$ cat src/frontend_pkg.sv
// ########################################
// RV32I only; no compressed instructions
// History length must equal the index width
// ########################################
`default_nettype none

package frontend_pkg;

    // First fetch address after reset
    localparam logic [31:0] RESET_PC = 32'h0000_0060;

    localparam int GHR_BITS     = 8;
    localparam int BHT_ENTRIES  = 256;
    localparam int BHT_IDX_BITS = $clog2(BHT_ENTRIES);

    // Next-PC source select
    localparam logic [1:0] PC_SEL_SEQ = 2'd0;
    localparam logic [1:0] PC_SEL_DEC = 2'd1;
    localparam logic [1:0] PC_SEL_RES = 2'd2;

    typedef enum logic [6:0] {
        op_lui   = 7'b0110111,
        op_auipc = 7'b0010111,
        op_jal   = 7'b1101111,
        op_jalr  = 7'b1100111,
        op_br    = 7'b1100011,
        op_load  = 7'b0000011,
        op_store = 7'b0100011,
        op_imm   = 7'b0010011,
        op_reg   = 7'b0110011
    } rv_opcode_e;

    // R/S/B/U layout
    typedef struct packed {
        logic [6:0] funct7;
        logic [4:0] rs2;
        logic [4:0] rs1;
        logic [2:0] funct3;
        logic [4:0] rd;
        logic [6:0] opcode;
    } instr_reg_t;

    // I/J layout
    typedef struct packed {
        logic [11:0] imm12;
        logic [4:0]  rs1;
        logic [2:0]  funct3;
        logic [4:0]  rd;
        logic [6:0]  opcode;
    } instr_imm_t;

    typedef union packed {
        instr_reg_t r;
        instr_imm_t i;
    } instr_u;

    typedef struct packed {
        logic [31:0]         pc;
        instr_u              instr;
        logic [GHR_BITS-1:0] ghr;
    } fetch_pkt_t;

    typedef struct packed {
        logic [31:0]         pc;
        rv_opcode_e          opcode;
        logic [2:0]          funct3;
        logic [6:0]          funct7;
        logic [4:0]          rs1;
        logic [4:0]          rs2;
        logic [4:0]          rd;
        logic [31:0]         i_imm;
        logic [31:0]         s_imm;
        logic [31:0]         b_imm;
        logic [31:0]         u_imm;
        logic [31:0]         j_imm;
        logic                pred_taken;
        // History before this instruction's own push
        logic [GHR_BITS-1:0] ghr;
    } decoded_t;

    typedef struct packed {
        logic [31:0]         pc;
        logic [GHR_BITS-1:0] ghr;
        logic                taken;
        logic                mispredict;
        logic [31:0]         target;
    } resolve_t;

endpackage

`default_nettype wire

$ cat src/fetch_ctrl.sv
// ########################################
// Memory answers exactly one cycle after accept
// One request in flight at most
// ########################################
`default_nettype none

module fetch_ctrl (
    input  logic       clk,
    input  logic       rst,
    input  logic       imem_req_ready,
    input  logic       imem_rsp_valid,
    input  logic       resolve_valid,
    input  logic       resolve_mispredict,
    input  logic       ifid_valid,
    input  logic       skid_full,
    input  logic       out_ready,
    input  logic       redirect_pred,
    input  logic       is_branch,
    output logic       imem_req_valid,
    output logic       rsp_keep,
    output logic       pc_load,
    output logic [1:0] pc_sel,
    output logic       ifid_flush,
    output logic       ghr_push,
    output logic       ghr_restore
);

    logic epoch;
    logic outstanding;
    logic out_epoch;
    logic req_fire;
    logic xfer;
    logic res_redirect;
    logic dec_redirect;

    assign xfer         = ifid_valid && out_ready;
    assign res_redirect = resolve_valid && resolve_mispredict;
    assign dec_redirect = xfer && redirect_pred;

    // Hold off while the in-flight response would have to land in the skid
    // entry, or while the skid entry is still occupied
    assign imem_req_valid = !skid_full && !(outstanding && ifid_valid && !out_ready);
    assign req_fire       = imem_req_valid && imem_req_ready;

    // Drop responses from an old epoch or arriving on a redirect edge
    assign rsp_keep = outstanding && (out_epoch == epoch) && !res_redirect && !dec_redirect;

    assign ifid_flush  = res_redirect || dec_redirect;
    assign pc_load     = req_fire || ifid_flush;
    assign ghr_restore = res_redirect;
    assign ghr_push    = xfer && is_branch && !res_redirect;

    // Resolve beats decode, decode beats sequential
    always_comb begin
        if (res_redirect) begin
            pc_sel = frontend_pkg::PC_SEL_RES;
        end else if (dec_redirect) begin
            pc_sel = frontend_pkg::PC_SEL_DEC;
        end else begin
            pc_sel = frontend_pkg::PC_SEL_SEQ;
        end
    end

    always_ff @(posedge clk or posedge rst) begin
        if (rst) begin
            epoch       <= 1'b0;
            outstanding <= 1'b0;
            out_epoch   <= 1'b0;
        end else begin
            if (ifid_flush) begin
                epoch <= ~epoch;
            end
            if (req_fire) begin
                outstanding <= 1'b1;
                // Tag with the epoch seen before any toggle on this edge
                out_epoch   <= epoch;
            end else if (imem_rsp_valid) begin
                outstanding <= 1'b0;
            end
        end
    end

endmodule

`default_nettype wire

$ cat src/frontend_top.sv
// ########################################
// Resolve is a one-cycle pulse, no ready
// ########################################
`default_nettype none

module frontend_top (
    input  logic                   clk,
    input  logic                   rst,
    output logic                   imem_req_valid,
    input  logic                   imem_req_ready,
    output logic [31:0]            imem_req_addr,
    input  logic                   imem_rsp_valid,
    input  logic [31:0]            imem_rsp_data,
    output logic                   out_valid,
    input  logic                   out_ready,
    output frontend_pkg::decoded_t out_pkt,
    input  logic                   resolve_valid,
    input  frontend_pkg::resolve_t resolve
);

    logic                              rsp_keep;
    logic                              pc_load;
    logic [1:0]                        pc_sel;
    logic                              ifid_flush;
    logic                              ghr_push;
    logic                              ghr_restore;
    logic                              skid_full;
    logic                              is_branch;
    logic                              redirect_pred;
    logic                              pred_taken;
    logic [frontend_pkg::GHR_BITS-1:0] ghr;

    fetch_ctrl fetch_ctrl_inst (
        .clk                (clk),
        .rst                (rst),
        .imem_req_ready     (imem_req_ready),
        .imem_rsp_valid     (imem_rsp_valid),
        .resolve_valid      (resolve_valid),
        .resolve_mispredict (resolve.mispredict),
        .ifid_valid         (out_valid),
        .skid_full          (skid_full),
        .out_ready          (out_ready),
        .redirect_pred      (redirect_pred),
        .is_branch          (is_branch),
        .imem_req_valid     (imem_req_valid),
        .rsp_keep           (rsp_keep),
        .pc_load            (pc_load),
        .pc_sel             (pc_sel),
        .ifid_flush         (ifid_flush),
        .ghr_push           (ghr_push),
        .ghr_restore        (ghr_restore)
    );

    pc_gen pc_gen_inst (
        .clk            (clk),
        .rst            (rst),
        .pc_load        (pc_load),
        .pc_sel         (pc_sel),
        .dec_pkt        (out_pkt),
        .resolve_target (resolve.target),
        .pc             (imem_req_addr)
    );

    gshare_predictor gshare_predictor_inst (
        .clk           (clk),
        .rst           (rst),
        .lookup_pc     (out_pkt.pc),
        .ghr_push      (ghr_push),
        .push_taken    (out_pkt.pred_taken),
        .ghr_restore   (ghr_restore),
        .resolve_valid (resolve_valid),
        .resolve       (resolve),
        .pred_taken    (pred_taken),
        .ghr           (ghr)
    );

    ifid_stage ifid_stage_inst (
        .clk           (clk),
        .rst           (rst),
        .rsp_valid     (imem_rsp_valid),
        .rsp_keep      (rsp_keep),
        .rsp_data      (imem_rsp_data),
        .fetch_pc      (imem_req_addr),
        .ghr           (ghr),
        .flush         (ifid_flush),
        .pred_taken    (pred_taken),
        .out_ready     (out_ready),
        .out_valid     (out_valid),
        .out_pkt       (out_pkt),
        .skid_full     (skid_full),
        .is_branch     (is_branch),
        .redirect_pred (redirect_pred)
    );

endmodule

`default_nettype wire

$ cat src/gshare_predictor.sv
// ########################################
// Counters start weakly not-taken
// Restore has priority over a push
// ########################################
`default_nettype none

module gshare_predictor (
    input  logic                                clk,
    input  logic                                rst,
    input  logic [31:0]                         lookup_pc,
    input  logic                                ghr_push,
    input  logic                                push_taken,
    input  logic                                ghr_restore,
    input  logic                                resolve_valid,
    input  frontend_pkg::resolve_t              resolve,
    output logic                                pred_taken,
    output logic [frontend_pkg::GHR_BITS-1:0]   ghr
);

    logic [1:0] bht [frontend_pkg::BHT_ENTRIES];

    logic [frontend_pkg::BHT_IDX_BITS-1:0] lookup_idx;
    logic [frontend_pkg::BHT_IDX_BITS-1:0] train_idx;
    logic [1:0]                            train_ctr;

    // Word-aligned PC bits hashed with history
    assign lookup_idx = lookup_pc[frontend_pkg::BHT_IDX_BITS+1:2]
                      ^ frontend_pkg::BHT_IDX_BITS'(ghr);
    assign train_idx  = resolve.pc[frontend_pkg::BHT_IDX_BITS+1:2]
                      ^ frontend_pkg::BHT_IDX_BITS'(resolve.ghr);

    assign pred_taken = bht[lookup_idx][1];
    assign train_ctr  = bht[train_idx];

    always_ff @(posedge clk or posedge rst) begin
        if (rst) begin
            for (int i = 0; i < frontend_pkg::BHT_ENTRIES; i++) begin
                bht[i] <= 2'b01;
            end
        end else if (resolve_valid) begin
            // Saturating step toward the actual outcome
            if (resolve.taken && train_ctr != 2'b11) begin
                bht[train_idx] <= train_ctr + 2'd1;
            end else if (!resolve.taken && train_ctr != 2'b00) begin
                bht[train_idx] <= train_ctr - 2'd1;
            end
        end
    end

    always_ff @(posedge clk or posedge rst) begin
        if (rst) begin
            ghr <= '0;
        end else if (ghr_restore) begin
            ghr <= {resolve.ghr[frontend_pkg::GHR_BITS-2:0], resolve.taken};
        end else if (ghr_push) begin
            ghr <= {ghr[frontend_pkg::GHR_BITS-2:0], push_taken};
        end
    end

endmodule

`default_nettype wire

$ cat src/ifid_stage.sv
// ########################################
// Kept responses belong to PC minus 4
// Skid entry fills only while the stage holds
// ########################################
`default_nettype none

module ifid_stage (
    input  logic                              clk,
    input  logic                              rst,
    input  logic                              rsp_valid,
    input  logic                              rsp_keep,
    input  logic [31:0]                       rsp_data,
    input  logic [31:0]                       fetch_pc,
    input  logic [frontend_pkg::GHR_BITS-1:0] ghr,
    input  logic                              flush,
    input  logic                              pred_taken,
    input  logic                              out_ready,
    output logic                              out_valid,
    output frontend_pkg::decoded_t            out_pkt,
    output logic                              skid_full,
    output logic                              is_branch,
    output logic                              redirect_pred
);

    frontend_pkg::fetch_pkt_t main_q;
    frontend_pkg::fetch_pkt_t skid_q;
    frontend_pkg::fetch_pkt_t rsp_pkt;
    frontend_pkg::instr_u     ir;
    frontend_pkg::rv_opcode_e opcode;

    logic main_valid;
    logic skid_valid;
    logic take;
    logic xfer;
    logic push_now;
    logic load_main;
    logic main_from_skid;
    logic main_from_rsp;
    logic skid_load;
    logic is_jal;
    logic pred_hold;
    logic pred_q;
    logic pred_use;
    logic pkt_pred;

    function automatic logic [frontend_pkg::GHR_BITS-1:0] advance(
        input logic [frontend_pkg::GHR_BITS-1:0] h,
        input logic                              push,
        input logic                              bit_in
    );
        return push ? {h[frontend_pkg::GHR_BITS-2:0], bit_in} : h;
    endfunction

    assign take = rsp_valid && rsp_keep;
    assign xfer = main_valid && out_ready;

    // History seen by entries once the older branch in IF/ID leaves
    assign push_now = xfer && is_branch;

    // PC has already stepped past the request that is answering now
    assign rsp_pkt.pc    = fetch_pc - 32'd4;
    assign rsp_pkt.instr = rsp_data;
    assign rsp_pkt.ghr   = advance(ghr, push_now, pkt_pred);

    assign load_main      = !flush && (!main_valid || xfer);
    assign main_from_skid = load_main && skid_valid;
    assign main_from_rsp  = load_main && !skid_valid && take;
    assign skid_load      = !flush && take && ((main_valid && !xfer) || skid_valid);

    always_ff @(posedge clk or posedge rst) begin
        if (rst) begin
            main_valid <= 1'b0;
            skid_valid <= 1'b0;
            pred_hold  <= 1'b0;
        end else begin
            if (flush) begin
                main_valid <= 1'b0;
            end else if (load_main) begin
                main_valid <= skid_valid || take;
            end
            if (flush) begin
                skid_valid <= 1'b0;
            end else if (skid_load) begin
                skid_valid <= 1'b1;
            end else if (main_from_skid) begin
                skid_valid <= 1'b0;
            end
            // Freeze the prediction once the packet stalls
            pred_hold <= main_valid && !xfer && !flush;
        end
    end

    always_ff @(posedge clk) begin
        if (main_from_skid) begin
            main_q     <= skid_q;
            main_q.ghr <= advance(skid_q.ghr, push_now, pkt_pred);
        end else if (main_from_rsp) begin
            main_q <= rsp_pkt;
        end
        if (skid_load) begin
            skid_q <= rsp_pkt;
        end
        if (!pred_hold) begin
            pred_q <= pred_taken;
        end
    end

    assign ir     = main_q.instr;
    assign opcode = frontend_pkg::rv_opcode_e'(ir.r.opcode);

    assign is_branch     = main_valid && (opcode == frontend_pkg::op_br);
    assign is_jal        = main_valid && (opcode == frontend_pkg::op_jal);
    assign pred_use      = pred_hold ? pred_q : pred_taken;
    assign pkt_pred      = is_jal || (is_branch && pred_use);
    assign redirect_pred = pkt_pred;

    assign out_valid = main_valid;
    assign skid_full = skid_valid;

    always_comb begin
        out_pkt.pc         = main_q.pc;
        out_pkt.opcode     = opcode;
        out_pkt.funct3     = ir.r.funct3;
        out_pkt.funct7     = ir.r.funct7;
        out_pkt.rs1        = ir.r.rs1;
        out_pkt.rs2        = ir.r.rs2;
        out_pkt.rd         = ir.r.rd;
        out_pkt.i_imm      = {{20{ir.i.imm12[11]}}, ir.i.imm12};
        out_pkt.s_imm      = {{20{ir.r.funct7[6]}}, ir.r.funct7, ir.r.rd};
        out_pkt.b_imm      = {{20{ir.r.funct7[6]}}, ir.r.rd[0], ir.r.funct7[5:0],
                              ir.r.rd[4:1], 1'b0};
        out_pkt.u_imm      = {ir.r.funct7, ir.r.rs2, ir.r.rs1, ir.r.funct3, 12'h000};
        // J offset bits 19:12 sit in the rs1 and funct3 slots
        out_pkt.j_imm      = {{12{ir.i.imm12[11]}}, ir.i.rs1, ir.i.funct3, ir.i.imm12[0],
                              ir.i.imm12[10:1], 1'b0};
        out_pkt.pred_taken = pkt_pred;
        out_pkt.ghr        = main_q.ghr;
    end

endmodule

`default_nettype wire

$ cat src/pc_gen.sv
// ########################################
// Targets for JAL and conditional branches only
// ########################################
`default_nettype none

module pc_gen (
    input  logic                   clk,
    input  logic                   rst,
    input  logic                   pc_load,
    input  logic [1:0]             pc_sel,
    input  frontend_pkg::decoded_t dec_pkt,
    input  logic [31:0]            resolve_target,
    output logic [31:0]            pc
);

    logic [31:0] seq_pc;
    logic [31:0] dec_offset;
    logic [31:0] dec_target;
    logic [31:0] next_pc;

    assign seq_pc = pc + 32'd4;

    // JAL uses the J-format offset, branches the B-format one
    assign dec_offset = (dec_pkt.opcode == frontend_pkg::op_jal) ? dec_pkt.j_imm
                                                                 : dec_pkt.b_imm;
    assign dec_target = dec_pkt.pc + dec_offset;

    always_comb begin
        case (pc_sel)
            frontend_pkg::PC_SEL_DEC: next_pc = dec_target;
            frontend_pkg::PC_SEL_RES: next_pc = resolve_target;
            default:                  next_pc = seq_pc;
        endcase
    end

    always_ff @(posedge clk or posedge rst) begin
        if (rst) begin
            pc <= frontend_pkg::RESET_PC;
        end else if (pc_load) begin
            pc <= next_pc;
        end
    end

endmodule

`default_nettype wire

$ cat config.mk
export PLATFORM = sky130hd
export DESIGN_NAME = frontend_top
export DESIGN_NICKNAME = d
export VERILOG_FILES = /design/src/frontend_pkg.sv /design/src/fetch_ctrl.sv /design/src/frontend_top.sv /design/src/gshare_predictor.sv /design/src/ifid_stage.sv /design/src/pc_gen.sv
export SDC_FILE = /design/constraint.sdc
export NUM_CORES = 2
export LEC_CHECK = 0
export BUFFER_PORTS_ARGS = -buffer_cell sky130_fd_sc_hd__buf_2
export CORE_ASPECT_RATIO = 2
export CORE_UTILIZATION = 35
export DETAILED_ROUTE_END_ITERATION = 6
export PLACE_DENSITY_LB_ADDON = 0.12
export SKIP_LAST_GASP = 1
export SYNTH_ARGS = -nofsm -noshare
export SYNTH_HDL_FRONTEND = slang
export SYNTH_SLANG_ARGS = --single-unit
$ cat constraint.sdc
create_clock -name clk -period 20.8 [get_ports clk]
set_clock_uncertainty 0.15 [all_clocks]
set_input_delay 3.12 -clock clk [delete_from_list [all_inputs] [get_ports clk]]
set_output_delay 3.12 -clock clk [all_outputs]
set_load 0.1 [all_outputs]
==> run_results.csv <==
group,metric,value,unit
finish,area_added_between_synthesis_and_finish,11.53,%
routing,remaining_drc_errors,0,
synth,synth_seq_area_share,49.11,%
critical_path,worst_r2r_startpoint,"ifid_stage_inst.out_pkt[203]",
synth,yosysUniqueCellTypes,79,
finish,finalCoreUtilization,39.39,%
clocking,cts-buffers-inserted,70,
global_routing,vias_in_the_first_global_route,27500,
synth,syn_area,37940,sq um
synth,synth-warning-count,0,
global_routing,gr_util_all_layers,23.58,%
run_status,status,"completed",
finish,num-fill-cells,10450,
finish,multiInputGateArea,17300,sq um
die,placementRows,170,
synth,synth_seq_cells,703,
die,floorplan.io_pins,379,
synth,synth_area_leaders,"dfrtp_1 20%, dfstp_2 18%, mux4_2 12%, edfxtp_1 11%, mux2_2 9.3%",
finish,area_occupied_by_registers,18630,sq um
die,die_x,234.8,microns
synth,synthesis.area_per_instance,11.58,sq um
timing,setup_total_negative_slack,0,ns
global_routing,grt_antenna_before_repair,2,
routing,detailroute.via_count,26400,
die,core-area,107400,sq um
clocking,cts_htree_levels,3,
die,die_area,109800,sq um
pwr,cellPowerDensity,116.7,nW/um^2
routing,routedWlPerCell,26.52,microns
timing,fmax,95.23,MHz
worst_hold_path,holdCritPathClass,"register to register",
timing,setup_violations,0,
place,hpwlAfterDp,88480,microns
critical_path,critical_path_peak_fanout,169,
global_routing,grt_first_pass_wirelength,188900,microns
pwr,vdd_ir_drop_max,0.0001363,V
critical_path,path_class,"primary input to register",
global_routing,pin_count_of_the_biggest_net_entering_global_routing,170,
clocking,clock_insertion_delay_at_the_later_pin_of_the_skew_report,0.67,ns
worst_hold_path,worst_hold_path.num_cells,2,
timing,timing_worst_slew_pin_value,1.203,ns
clocking,cts_tree,"yes",
synth,asyncSetResetFlopFracSynth,79.37,%
clocking,cts_setup_buffers,0,
routing,detailedRoute.firstPassIterationCount,5,
timing,finalHoldViolCount,0,
critical_path,setup.worst_path.end_class,"register",
timing,total_count_of_max_transition_violations_in_the_final_report,0,
routing,initialDrtViolationCount,1723,
routing,postRouteAntennaNets,0,
die,initial_utilization,35.32,%
timing,rsz0062_at_grt,"no",
critical_path,ff2ff_path_depth,15,
synth,synth_enable_flop_cells,144,
critical_path,crit_required,21.20,ns
routing,via_per_inst,5.454,
clocking,clock_tree.root_cell,"clkbuf_16",
clocking,cts_hold_buf,0,
place,place.gp.congestion,0.8724,
synth,synthDominantAreaCellType,"dfrtp_1",
routing,route.final.wire_length,128400,microns
synth,yosys_most_used_dff,"dfrtp_1",
timing,final.period_utilization,50.48,%
clocking,tritoncts_num_sinks,703,
finish,fin_nets,3556,
die,dieHeight,467.6,microns
synth,postSynthCellCount,3275,
pwr,p_leak,16.99,nW
global_routing,gr-total-overflow,0,
timing,relSlewSlack,19.39,%
critical_path,worstSetupStartpoint,"resolve[35]",
critical_path,worst-endpoint-arrival,10.90,ns
finish,post_route_cells_drive_above_1_share,37.73,%
job,drv_cap,0,
critical_path,start_kind,"primary input",
clocking,post_cts.resized_instances,0,
clocking,cts_max_path_buffers,3,
clocking,cts.reportedPaths.clkPinSlew,0.07,ns
synth,yosysTopAreaCellShare,19.79,%
place,place.port_buffers,340,
timing,min_period,10.50,ns
## through the flow
stage | hold WS [ns] | setup slack (ns) | cell area (sq um) | cells | power [W]
after floorplan | 0.3149 | 2.353 | 37980 | 3288 | 0.003219
after global placement | 0.3307 | 9.517 | 39980 | 4713 | 0.003627
after detailed placement | 0.3392 | 9.512 | 39980 | 4713 | 0.003637
after CTS | 0.3518 | 10.21 | 42310 | 4840 | 0.004994
after global routing | 0.3612 | 9.931 | 42310 | 4841 | 0.005129
final | 0.3486 | 10.30 | 42310 | 4841 | 0.004936
## layout make-up
class | count | share of cell area (%)
Antenna cell | 1 | 0.005915
Clock buffer | 106 | 4.894
Clock inverter | 21 | 0.6003
Inverter | 33 | 0.3283
Multi-Input combinational cell | 2201 | 40.89
Sequential cell | 703 | 44.03
Tap cell | 1376 | 4.069
Timing Repair Buffer | 400 | 5.175
## critical path: stages
cell and delay [ns]:
buf_2 0.24, xor2_4 0.80, buf_4 0.60, buf_4 0.59, mux4_2 0.45, mux4_2 0.55, mux4_2 0.57, nor2_1 0.11
nor2_1 0.06, o21ai_2 0.26, inv_8 0.36, ha_1 0.38, nor2b_1 0.22, o21ai_1 0.24, nor3_1 0.53, nand3_2 0.76
nor2_1 0.55, mux2_2 0.38
## routing by layer
metal	track usage [%]	wire length, microns	vias to the layer above
met2	44.85	70340	769
met3	3.494	5229	221
met4	12.07	6585	0
met1	25.03	46240	13480
li1	-	-	11930
met5	0	0	-
## kinds of logic after synthesis
kind of cell    Yosys count  synth area share [%]
compound gates          545                 8.345
xor+xnor                 88                 2.071
fa+ha+maj                35                 1.174
buf+inv                 384                 5.858
flops                   703                 49.11
mux                     593                 23.32
other cells               1              0.009885
simple gates            926                 10.11
## final timing paths
path                            slack (ns)                              to
worst max-delay path                 10.30  gshare_predictor_inst.bht[217]
worst min-delay path                  0.35                        register
worst max register to register       12.86      ifid_stage_inst.skid_q[51]
worst min register to register        0.35                        register
max in group asynchronous            14.68  gshare_predictor_inst.bht[287]
min in group asynchronous             2.55  gshare_predictor_inst.bht[235]
## cell usage after synthesis (all sizes together) (4+ instances only)
cell type,instances
a21oi,342
nor3,39
o21a,9
or4,5
nor4,19
a211oi,8
nand4,6
mux2,326
xor2,35
nand3,39
ha,34
a21o,25
and2,9
o31ai,5
a22oi,4
o21ai,44
a221oi,8
inv,33
nor2,611
mux4,200
or3,6
a2111oi,9
xnor2,53
buf,235
a22o,4
nand2b,7
o211ai,10
o22ai,31
a32oi,4
dfrtp,300
dfstp,258
clkbuf,116
and3,14
mux2i,67
edfxtp,144
a31oi,8
nand2,152
nor2b,9
## cell usage in the layout, fill, tap and decap left out, drive strengths merged, types with 67 or more instances in the layout
| cell type | n |
|---|---|
| nor2 | 611 |
| edfxtp | 144 |
| mux2 | 326 |
| mux4 | 200 |
| dfrtp | 300 |
| clkbuf | 106 |
| mux2i | 67 |
| nand2 | 152 |
| buf | 400 |
| dfstp | 258 |
| a21oi | 342 |
## report_power, final
part	switching (W)	total (W)	internal, W
logic	0.00139	0.00183	0.000441
clock network	0.000581	0.00133	0.000753
registers	0.000145	0.00177	0.00162
total	0.00212	0.00494	0.00282
(Power assumes the default switching activity.)
